File: config.mk
export PLATFORM = sky130hd
export DESIGN_NAME = scaler_cfggen_top
export DESIGN_NICKNAME = d
export VERILOG_FILES = /design/src/logic/scaler_pkg.sv /design/src/logic/div_if.sv /design/src/logic/axis_window_calc.sv /design/src/logic/scaler_cfg_ctrl.sv /design/src/logic/scaler_cfggen_top.sv /design/src/logic/serial_divide.sv /design/src/logic/target_size_gen.sv
export SDC_FILE = /design/constraint.sdc
export NUM_CORES = 1
export LEC_CHECK = 0
export ABC_AREA = 1
export BUFFER_PORTS_ARGS = -buffer_cell sky130_fd_sc_hd__buf_4
export CAP_MARGIN = 20
export CORE_MARGIN = 1.5
export CORE_UTILIZATION = 40
export CTS_BUF_LIST = sky130_fd_sc_hd__clkbuf_8
export DETAILED_ROUTE_END_ITERATION = 8
export PLACE_DENSITY = 0.58
export SKIP_CTS_REPAIR_TIMING = 1
export SYNTH_ARGS = -nofsm -noshare
export SYNTH_HDL_FRONTEND = slang
export SYNTH_SLANG_ARGS = --single-unit
File: constraint.sdc
create_clock -name SYS_CLK -period 19.58 [get_ports SYS_CLK]
set_clock_uncertainty 0.05 [all_clocks]
set_input_delay 0.979 -clock SYS_CLK [delete_from_list [all_inputs] [get_ports SYS_CLK]]
set_output_delay 0.979 -clock SYS_CLK [all_outputs]
set_load 0.01 [all_outputs]
File: src/logic/scaler_pkg.sv
package scaler_pkg;

  // ~~~~~~~~~~~~~~~~~~~~~~~~~~~~~~~~~~~~~~
  // widths
  // ~~~~~~~~~~~~~~~~~~~~~~~~~~~~~~~~~~~~~~
  localparam int SIZE_W   = 12;
  localparam int FACTOR_W = 18;
  localparam int SCALE_W  = 5;
  localparam int VMODE_W  = 2;

  typedef logic [SIZE_W-1:0]   size_t;    // line or pixel count.
  typedef logic [FACTOR_W-1:0] factor_t;  // interpolation step, 0.17 fixed point.
  typedef logic [SCALE_W-1:0]  scale_t;
  typedef logic [VMODE_W-1:0]  vmode_t;

  // ~~~~~~~~~~~~~~~~~~~~~~~~~~~~~~~~~~~~~~
  // source geometry
  // ~~~~~~~~~~~~~~~~~~~~~~~~~~~~~~~~~~~~~~
  localparam size_t SRC_LINES_NTSC = 12'd240;
  localparam size_t SRC_LINES_PAL  = 12'd288;
  localparam size_t SRC_PIXELS     = 12'd320;
  localparam size_t BOXED_OFFSET   = 12'd24;   // lines skipped for boxed PAL.

  // output size is src * (scale + SCALE_BASE) >> SCALE_FRAC_BITS.
  localparam int SCALE_BASE      = 4;
  localparam int SCALE_FRAC_BITS = 2;

  // output mode table, indexed by the video mode code.
  localparam size_t MODE_LINES [4] = '{12'd480, 12'd720, 12'd960, 12'd1080};
  localparam size_t MODE_PIXELS [4] = '{12'd640, 12'd1280, 12'd1280, 12'd1920};

  // ~~~~~~~~~~~~~~~~~~~~~~~~~~~~~~~~~~~~~~
  // reciprocal divider
  // ~~~~~~~~~~~~~~~~~~~~~~~~~~~~~~~~~~~~~~
  localparam int      RECIP_ONE_EXP = 17;
  localparam factor_t RECIP_ONE     = factor_t'(1) << RECIP_ONE_EXP;
  localparam int      DIV_STEPS     = RECIP_ONE_EXP + 1;  // one quotient bit per step.
  localparam int      DIV_CNT_W     = $clog2(DIV_STEPS);

  // ~~~~~~~~~~~~~~~~~~~~~~~~~~~~~~~~~~~~~~
  // control
  // ~~~~~~~~~~~~~~~~~~~~~~~~~~~~~~~~~~~~~~
  localparam int SETTLE_CYCLES = 4;  // covers the three-stage window pipeline.
  localparam int SETTLE_CNT_W  = $clog2(SETTLE_CYCLES);

  typedef enum logic [1:0] {
    IDLE,
    DIVIDE,
    SETTLE,
    PUBLISH
  } cfg_state_t;

endpackage

File: src/logic/div_if.sv
interface div_if;
  import scaler_pkg::*;

  logic    cmd;       // one-cycle start pulse.
  size_t   divisor;
  factor_t quotient;  // valid from done until the next cmd.
  logic    busy;
  logic    done;

  modport controller (
    output cmd,
    output divisor,
    input  busy,
    input  done
  );

  modport divider (
    input  cmd,
    input  divisor,
    output quotient,
    output busy,
    output done
  );

endinterface

File: src/logic/axis_window_calc.sv
module axis_window_calc (
  input  logic                SYS_CLK,
  input  logic                reset_i,
  input  scaler_pkg::size_t   src_i,
  input  scaler_pkg::size_t   offset_i,
  input  scaler_pkg::size_t   active_i,
  input  scaler_pkg::size_t   out_size_i,
  input  scaler_pkg::factor_t factor_i,
  input  logic                publish_i,
  output scaler_pkg::size_t   first_o,
  output scaler_pkg::size_t   needed_o,
  output scaler_pkg::size_t   full_o,
  output scaler_pkg::size_t   out_o,
  output scaler_pkg::factor_t factor_o
);
  import scaler_pkg::*;

  logic [FACTOR_W+SIZE_W-1:0]                 span_q;   // factor * src.
  logic [FACTOR_W+2*SIZE_W-1:0]               reach_q;  // factor * src * active.
  logic [FACTOR_W+2*SIZE_W-1:0]               rounded;
  logic [FACTOR_W+2*SIZE_W-RECIP_ONE_EXP-1:0] raw_need;
  size_t                                      needed_d;
  size_t                                      needed_q;
  size_t                                      first_q;

  // round to nearest, then clamp to what the source holds.
  always_comb begin
    rounded  = reach_q + (RECIP_ONE >> 1);
    raw_need = rounded[FACTOR_W+2*SIZE_W-1:RECIP_ONE_EXP];
    if (raw_need < src_i) begin
      needed_d = size_t'(raw_need);
    end else begin
      needed_d = src_i;
    end
  end

  always_ff @(posedge SYS_CLK) begin
    span_q   <= factor_i * src_i;
    reach_q  <= span_q * active_i;
    needed_q <= needed_d;
    first_q  <= offset_i + ((src_i - needed_d) >> 1);  // centred crop.
  end

  always_ff @(posedge SYS_CLK) begin
    if (reset_i) begin
      first_o  <= '0;
      needed_o <= '0;
      full_o   <= '0;
      out_o    <= '0;
      factor_o <= '0;
    end else if (publish_i) begin
      first_o  <= first_q;
      needed_o <= needed_q;
      full_o   <= src_i;
      out_o    <= out_size_i;
      factor_o <= factor_i;
    end
  end

endmodule

File: src/logic/scaler_cfg_ctrl.sv
module scaler_cfg_ctrl (
  input  logic               SYS_CLK,
  input  logic               reset_i,
  input  logic               pal_i,
  input  logic               boxed_i,
  input  scaler_pkg::vmode_t vmode_i,
  input  scaler_pkg::scale_t vscale_i,
  input  scaler_pkg::scale_t hscale_i,
  output logic               cap_pal_o,
  output logic               cap_boxed_o,
  output scaler_pkg::vmode_t cap_vmode_o,
  output scaler_pkg::scale_t cap_vscale_o,
  output scaler_pkg::scale_t cap_hscale_o,
  input  scaler_pkg::size_t  vout_i,
  input  scaler_pkg::size_t  hout_i,
  div_if.controller          vdiv_port,
  div_if.controller          hdiv_port,
  output logic               publish_o
);
  import scaler_pkg::*;

  cfg_state_t              state_q;
  logic                    cap_valid_q;  // low after reset forces one run.
  logic                    cmd_q;
  logic                    v_seen_q;
  logic                    h_seen_q;
  logic [SETTLE_CNT_W-1:0] settle_cnt_q;
  logic                    changed;
  logic                    divs_idle;
  logic                    v_done;
  logic                    h_done;

  assign changed = !cap_valid_q || (pal_i != cap_pal_o) || (boxed_i != cap_boxed_o) ||
                   (vmode_i != cap_vmode_o) || (vscale_i != cap_vscale_o) ||
                   (hscale_i != cap_hscale_o);

  assign divs_idle = !vdiv_port.busy && !hdiv_port.busy;
  assign v_done    = v_seen_q || vdiv_port.done;
  assign h_done    = h_seen_q || hdiv_port.done;

  // ~~~~~~~~~~~~~~~~~~~~~~~~~~~~~~~~~~~~~~
  // calculation FSM
  // ~~~~~~~~~~~~~~~~~~~~~~~~~~~~~~~~~~~~~~
  always_ff @(posedge SYS_CLK) begin
    if (reset_i) begin
      state_q      <= IDLE;
      cap_valid_q  <= 1'b0;
      cap_pal_o    <= 1'b0;
      cap_boxed_o  <= 1'b0;
      cap_vmode_o  <= '0;
      cap_vscale_o <= '0;
      cap_hscale_o <= '0;
      cmd_q        <= 1'b0;
      v_seen_q     <= 1'b0;
      h_seen_q     <= 1'b0;
      settle_cnt_q <= '0;
    end else begin
      cmd_q <= 1'b0;
      case (state_q)
        IDLE: begin
          if (changed && divs_idle) begin
            cap_valid_q  <= 1'b1;
            cap_pal_o    <= pal_i;
            cap_boxed_o  <= boxed_i;
            cap_vmode_o  <= vmode_i;
            cap_vscale_o <= vscale_i;
            cap_hscale_o <= hscale_i;
            cmd_q        <= 1'b1;  // divisors settle from the captured values first.
            state_q      <= DIVIDE;
          end
        end
        DIVIDE: begin
          v_seen_q <= v_done;
          h_seen_q <= h_done;
          if (v_done && h_done) begin
            v_seen_q     <= 1'b0;
            h_seen_q     <= 1'b0;
            settle_cnt_q <= SETTLE_CNT_W'(SETTLE_CYCLES - 1);
            state_q      <= SETTLE;
          end
        end
        SETTLE: begin
          if (settle_cnt_q == '0) begin
            state_q <= PUBLISH;
          end else begin
            settle_cnt_q <= settle_cnt_q - 1'b1;
          end
        end
        default: state_q <= IDLE;  // PUBLISH lasts one cycle.
      endcase
    end
  end

  assign vdiv_port.cmd     = cmd_q;
  assign hdiv_port.cmd     = cmd_q;
  assign vdiv_port.divisor = vout_i;
  assign hdiv_port.divisor = hout_i;

  assign publish_o = (state_q == PUBLISH);

endmodule

File: src/logic/scaler_cfggen_top.sv
module scaler_cfggen_top (
  input  logic                SYS_CLK,
  input  logic                reset_i,
  input  logic                palmode_i,
  input  logic                palmode_boxed_i,
  input  scaler_pkg::vmode_t  video_mode_i,
  input  scaler_pkg::scale_t  vscale_factor_i,
  input  scaler_pkg::scale_t  hscale_factor_i,
  output scaler_pkg::size_t   vpos_first_o,
  output scaler_pkg::size_t   vlines_needed_o,
  output scaler_pkg::size_t   vlines_full_o,
  output scaler_pkg::size_t   vlines_out_o,
  output scaler_pkg::factor_t v_interp_factor_o,
  output scaler_pkg::size_t   hpos_first_o,
  output scaler_pkg::size_t   hpixels_needed_o,
  output scaler_pkg::size_t   hpixels_full_o,
  output scaler_pkg::size_t   hpixels_out_o,
  output scaler_pkg::factor_t h_interp_factor_o,
  output logic                cfg_update_o
);
  import scaler_pkg::*;

  logic   cap_pal;
  logic   cap_boxed;
  vmode_t cap_vmode;
  scale_t cap_vscale;
  scale_t cap_hscale;
  size_t  vsrc;
  size_t  hsrc;
  size_t  voffset;
  size_t  vactive;
  size_t  hactive;
  size_t  vout;
  size_t  hout;
  logic   publish;

  div_if vdiv_bus ();
  div_if hdiv_bus ();

  // ~~~~~~~~~~~~~~~~~~~~~~~~~~~~~~~~~~~~~~
  // control and sizes
  // ~~~~~~~~~~~~~~~~~~~~~~~~~~~~~~~~~~~~~~
  scaler_cfg_ctrl ctrl_u (
    .SYS_CLK     (SYS_CLK),
    .reset_i     (reset_i),
    .pal_i       (palmode_i),
    .boxed_i     (palmode_boxed_i),
    .vmode_i     (video_mode_i),
    .vscale_i    (vscale_factor_i),
    .hscale_i    (hscale_factor_i),
    .cap_pal_o   (cap_pal),
    .cap_boxed_o (cap_boxed),
    .cap_vmode_o (cap_vmode),
    .cap_vscale_o(cap_vscale),
    .cap_hscale_o(cap_hscale),
    .vout_i      (vout),
    .hout_i      (hout),
    .vdiv_port   (vdiv_bus),
    .hdiv_port   (hdiv_bus),
    .publish_o   (publish)
  );

  target_size_gen size_u (
    .pal_i    (cap_pal),
    .boxed_i  (cap_boxed),
    .vmode_i  (cap_vmode),
    .vscale_i (cap_vscale),
    .hscale_i (cap_hscale),
    .vsrc_o   (vsrc),
    .hsrc_o   (hsrc),
    .voffset_o(voffset),
    .vactive_o(vactive),
    .hactive_o(hactive),
    .vout_o   (vout),
    .hout_o   (hout)
  );

  // ~~~~~~~~~~~~~~~~~~~~~~~~~~~~~~~~~~~~~~
  // per-axis datapath
  // ~~~~~~~~~~~~~~~~~~~~~~~~~~~~~~~~~~~~~~
  serial_divide v_div_u (
    .SYS_CLK (SYS_CLK),
    .reset_i (reset_i),
    .div_port(vdiv_bus)
  );

  serial_divide h_div_u (
    .SYS_CLK (SYS_CLK),
    .reset_i (reset_i),
    .div_port(hdiv_bus)
  );

  axis_window_calc v_win_u (
    .SYS_CLK   (SYS_CLK),
    .reset_i   (reset_i),
    .src_i     (vsrc),
    .offset_i  (voffset),
    .active_i  (vactive),
    .out_size_i(vout),
    .factor_i  (vdiv_bus.quotient),
    .publish_i (publish),
    .first_o   (vpos_first_o),
    .needed_o  (vlines_needed_o),
    .full_o    (vlines_full_o),
    .out_o     (vlines_out_o),
    .factor_o  (v_interp_factor_o)
  );

  axis_window_calc h_win_u (
    .SYS_CLK   (SYS_CLK),
    .reset_i   (reset_i),
    .src_i     (hsrc),
    .offset_i  ('0),  // no horizontal boxing.
    .active_i  (hactive),
    .out_size_i(hout),
    .factor_i  (hdiv_bus.quotient),
    .publish_i (publish),
    .first_o   (hpos_first_o),
    .needed_o  (hpixels_needed_o),
    .full_o    (hpixels_full_o),
    .out_o     (hpixels_out_o),
    .factor_o  (h_interp_factor_o)
  );

  // new outputs show from the cycle after the pulse.
  assign cfg_update_o = publish;

endmodule

File: src/logic/serial_divide.sv
module serial_divide (
  input  logic   SYS_CLK,
  input  logic   reset_i,
  div_if.divider div_port
);
  import scaler_pkg::*;

  logic                 busy_q;
  logic                 done_q;
  logic [DIV_CNT_W-1:0] step_q;
  size_t                rem_q;
  factor_t              shreg_q;  // dividend bits leave at the top, quotient bits enter below.
  logic [SIZE_W:0]      trial;
  logic                 fits;
  logic                 start;

  assign start = div_port.cmd && !busy_q;

  // restoring step: bring down the next dividend bit and try the divisor.
  always_comb begin
    trial = {rem_q, shreg_q[FACTOR_W-1]};
    fits  = trial >= {1'b0, div_port.divisor};
  end

  always_ff @(posedge SYS_CLK) begin
    if (reset_i) begin
      busy_q <= 1'b0;
      done_q <= 1'b0;
    end else begin
      done_q <= 1'b0;
      if (start) begin
        busy_q <= 1'b1;
      end else if (busy_q && step_q == DIV_CNT_W'(DIV_STEPS - 1)) begin
        busy_q <= 1'b0;  // last bit lands together with done.
        done_q <= 1'b1;
      end
    end
  end

  always_ff @(posedge SYS_CLK) begin
    if (start) begin
      rem_q   <= '0;
      shreg_q <= RECIP_ONE;
      step_q  <= '0;
    end else if (busy_q) begin
      if (fits) begin
        rem_q <= size_t'(trial - {1'b0, div_port.divisor});
      end else begin
        rem_q <= size_t'(trial);
      end
      shreg_q <= {shreg_q[FACTOR_W-2:0], fits};
      step_q  <= step_q + 1'b1;
    end
  end

  assign div_port.quotient = shreg_q;  // holds after done.
  assign div_port.busy     = busy_q;
  assign div_port.done     = done_q;

endmodule

File: src/logic/target_size_gen.sv
module target_size_gen (
  input  logic               pal_i,
  input  logic               boxed_i,
  input  scaler_pkg::vmode_t vmode_i,
  input  scaler_pkg::scale_t vscale_i,
  input  scaler_pkg::scale_t hscale_i,
  output scaler_pkg::size_t  vsrc_o,
  output scaler_pkg::size_t  hsrc_o,
  output scaler_pkg::size_t  voffset_o,
  output scaler_pkg::size_t  vactive_o,
  output scaler_pkg::size_t  hactive_o,
  output scaler_pkg::size_t  vout_o,
  output scaler_pkg::size_t  hout_o
);
  import scaler_pkg::*;

  logic pal_full;
  logic pal_boxed;

  // src * (scale + 4) / 4, shift and add over the multiplier bits.
  function automatic size_t scaled_size(input size_t src, input scale_t scale);
    logic [SCALE_W:0]        mult;
    logic [SIZE_W+SCALE_W:0] acc;
    mult = {1'b0, scale} + (SCALE_W + 1)'(SCALE_BASE);
    acc  = '0;
    for (int i = 0; i <= SCALE_W; i++) begin
      if (mult[i]) begin
        acc = acc + ((SIZE_W + SCALE_W + 1)'(src) << i);
      end
    end
    return size_t'(acc >> SCALE_FRAC_BITS);
  endfunction

  assign pal_full  = pal_i && !boxed_i;  // PAL in its own height.
  assign pal_boxed = pal_i && boxed_i;

  assign vsrc_o    = pal_full ? SRC_LINES_PAL : SRC_LINES_NTSC;
  assign hsrc_o    = SRC_PIXELS;
  assign voffset_o = pal_boxed ? BOXED_OFFSET : '0;

  assign vactive_o = MODE_LINES[vmode_i];
  assign hactive_o = MODE_PIXELS[vmode_i];

  assign vout_o = scaled_size(vsrc_o, vscale_i);
  assign hout_o = scaled_size(hsrc_o, hscale_i);

endmodule

==> results by group <==
Setup path
  • Crit-path max FO: 18
  • Worst path buffer plus inverter count: 3
  • Cell repeated most along the worst path: nand2_1
  • CP max stage cell: nand2_1
  • Worst setup endpoint: v_div_u.rem_q[8]
  • R2r endpoint: v_div_u.rem_q[8]
  • Critical Path RT: 20.08 ns
  • Cell family with most CP delay: simple AND/OR/NAND/NOR gates
  • RR Startpoint: ctrl_u.cap_pal_o
  • Setup crit start kind: register
  • Critical Path Sink Type: register
  • Crit. Startpoint: ctrl_u.cap_pal_o
  • Path depth of the worst reg2reg path: 42
  • Critical Path AT: 8.25 ns
  • Kind of critical path: register to register
  • Worst path depth: 42
  • CP max stage delay: 0.60 ns
  • Worst reg-to-reg setup slack: 11.83 ns

Global routing
  • Global-route wire length before repair: 96200 um
  • Largest net degree at the start of global routing: 100
  • GR Overflow Total: 0
  • Vias in the first global route: 19600
  • Initial antenna violation count: 1
  • GRT Total Usage: 0.173

Final layout
  • Design area: 29600 um2
  • Fin nets: 3918
  • Layout area overhead: 11.6%
  • Fin cells: 4248
  • Layout cell share with drive strength beyond 1: 0.0940
  • Fillers: 6582
  • Layout Utilization: 0.451

STA
  • RSZ-0062 raised after global routing: no
  • Final setup TNS: 0 ns
  • Worst slew margin: 0.296
  • Final period utilization: 0.396
  • Slew Limit Fails: 0
  • Final worst setup slack: 11.83 ns
  • # setup viols final: 0
  • Achievable frequency: 129 MHz
  • Final Hold Viols: 0
  • Worst Tran Pin Value: 1.05 ns
  • Post-route minimum period: 7.75 ns

Routing
  • Post-route ant nets: 0
  • Vias: 20100
  • Post-Route WL: 57900 um
  • Drt initial violations: 809
  • Routed wire length per instance: 13.6 um
  • First drt pass iteration count: 5
  • Routed vias/inst: 4.73
  • DRC Markers: 0

Pwr
  • PD cells: 165 nW/um2
  • P_sw: 0.00238 W
  • Internal: 0.00251 W
  • Switching Share: 0.486
  • Seq pwr share: 0.204
  • Static Leak: 16.2 nW
  • Logic gate share of total power: 0.640
  • Clock share of power: 0.155
  • IR drop worst, VDD: 0.000136 V

Logic synthesis
  • Synth top area cells: dfxtp_1 (26%), ha_1 (17%), fa_1 (15%)
  • Post-synth EDFFs: 0
  • Post-Syn Area: 26600 um2
  • Prevailing post-synth register cell: dfxtp_1
  • Dominant cell type by area after synthesis: dfxtp_1
  • Average size of a mapped cell: 8.24 um2
  • Register bit total from synthesis: 339
  • Syn Inst Count: 3224
  • Ys async rst share: 0
  • Yosys cell types: 67
  • Ys Warns: 0
  • Area share of the largest cell type after synthesis: 0.255
  • Sequential share of the synthesized area: 0.255

Place
  • Final GP Congestion: 0.837
  • Dpl cell area: 28200 um2
  • Placed wire-length estimate: 45900 um
  • Place WS: 11.81 ns
  • Placed Cells: 4128
  • I/O Buffers: 124

Clock network
  • Total CTS buffers: 66
  • Root Buffer: clkbuf_8
  • Clk Latency, worst-skew pair: 0.66 ns
  • Clock slew at reported path FFs: 0.06 ns
  • CTS tree: built
  • CTS sink count: 339
  • Maximum clock path buffer count: 3
  • H-Tree Depth: 3

Floorplan
  • Die area: 68000 um2
  • Die height: 261 um
  • Starting density of the core: 0.404
  • Die extent in x: 261 um
  • Std cell rows: 94
  • I/O pin total: 149
  • Core area: 65700 um2

Status
  • Status: completed

Run
  • Max_cap viols: 0

Min path
  • Worst Hold Class: register to register
==> synth_stat cells (all sizes together), types with 23 or more instances <==
cell and number:
dfxtp 339, nand4 32, o22ai 42, fa 205
o21bai 27, ha 363, buf 38, o21ai 182
clkbuf 83, nor2 344, a21oi 185, nor3 23
nand3 83, nand2 437, xor2 94, inv 588
xnor2 51
==> cells in the final DEF (no fill, tap or decap), types with 7 or more instances in the layout <==
cell type,synthesis,layout
o31ai_1,7,7
nor4_1,7,7
o22ai_1,42,42
nor3_1,17,17
inv_2,11,12
o21ai_0,171,171
dfxtp_1,339,339
nand2_2,18,18
conb_1,1,32
clkbuf_8,0,80
fa_1,205,205
inv_1,577,597
nand4_1,32,32
xnor2_1,51,51
nor2_1,325,325
xor2_1,94,94
o211ai_1,17,17
a31oi_1,7,7
a21oi_1,185,185
nand2_1,416,416
o21ai_1,10,10
a21boi_0,7,7
ha_1,363,362
o21bai_1,26,26
or2_2,11,11
nor2_2,12,12
nand3_1,74,74
buf_4,29,130
==> metal layers <==
metal	share of wire	wire length [um]	up-vias	GRT usage
met5	0	0	-	0
met4	0.015	841	0	0.0416
met3	0.033	1920	62	0.0287
met2	0.49	28100	212	0.300
met1	0.47	27100	9376	0.224
li1	-	-	10500	-
==> power groups by stage <==
stage	Combinational (W)	Clock [W]	Sequential, W
global route	0.00363	0.000822	0.00102
floorplan	0.00242	0	0.000987
CTS	0.00317	0.000788	0.00100
detailed placement	0.00313	0	0.00101
finish	0.00313	0.000760	0.000999
global placement	0.00312	0	0.00101
==> cell type report <==
class,instances,area (um2),share of cell area
inverter,589,2210,0.0746
sequential,339,6790,0.229
tap,864,1080,0.0365
timing repair buffer,132,1020,0.0344
clock buffer,80,1100,0.0371
multi-input combinational,2206,17100,0.578
clock inverter,37,315,0.0106
antenna,1,2.50,0.0000844
==> cells by family after synthesis <==
logic type               share of synthesized area
XOR/XNOR                                    0.0478
AND/OR/NAND/NOR                              0.156
multiplexers                               0.00193
other                                     0.000141
adder cells (fa/ha/maj)                      0.325
flip-flops                                   0.255
AO/OA/AOI/OAI                                0.108
buffers and inverters                        0.105
==> flip-flops by register name, indices dropped and copies added, names as in the netlist, 8 cells and up <==
name	cells
h_div_u.div_port.quotient	18
v_div_u.rem_q	12
h_win_u.factor_o	18
h_win_u.reach_q	24
h_win_u.needed_q	12
v_win_u.needed_o	12
v_win_u.first_q	12
h_win_u.span_q	21
h_win_u.first_q	11
h_win_u.first_o	11
v_win_u.needed_q	12
v_win_u.first_o	12
v_win_u.reach_q	24
h_win_u.needed_o	12
h_win_u.out_o	8
v_win_u.span_q	23
v_win_u.factor_o	18
h_div_u.rem_q	12
v_win_u.out_o	10
v_div_u.div_port.quotient	18
==> metrics by stage <==
stage | hold slack, ns | power, W
floorplan | 0.305 | 0.00341
CTS | 0.329 | 0.00495
finish | 0.327 | 0.00489
global placement | 0.318 | 0.00413
global route | 0.336 | 0.00547
detailed placement | 0.321 | 0.00414
==> how the worst min path moves through the flow <==
stage          cells past startpoint  slack [ns]                    startpoint                 to
3_3_place_gp                       0        0.32  h_div_u.div_port.quotient[1]  h_win_u.span_q[7]
5_1_grt                            0        0.34  h_div_u.div_port.quotient[1]  h_win_u.span_q[7]
4_1_cts                            0        0.33  h_div_u.div_port.quotient[1]  h_win_u.span_q[7]
3_5_place_dp                       0        0.32  h_div_u.div_port.quotient[1]  h_win_u.span_q[7]
2_1_floorplan                      0        0.31  h_div_u.div_port.quotient[1]  h_win_u.span_q[7]
6_report                           0        0.33  h_div_u.div_port.quotient[1]  h_win_u.span_q[7]
No activity file was read; power rests on OpenSTA's default activity.
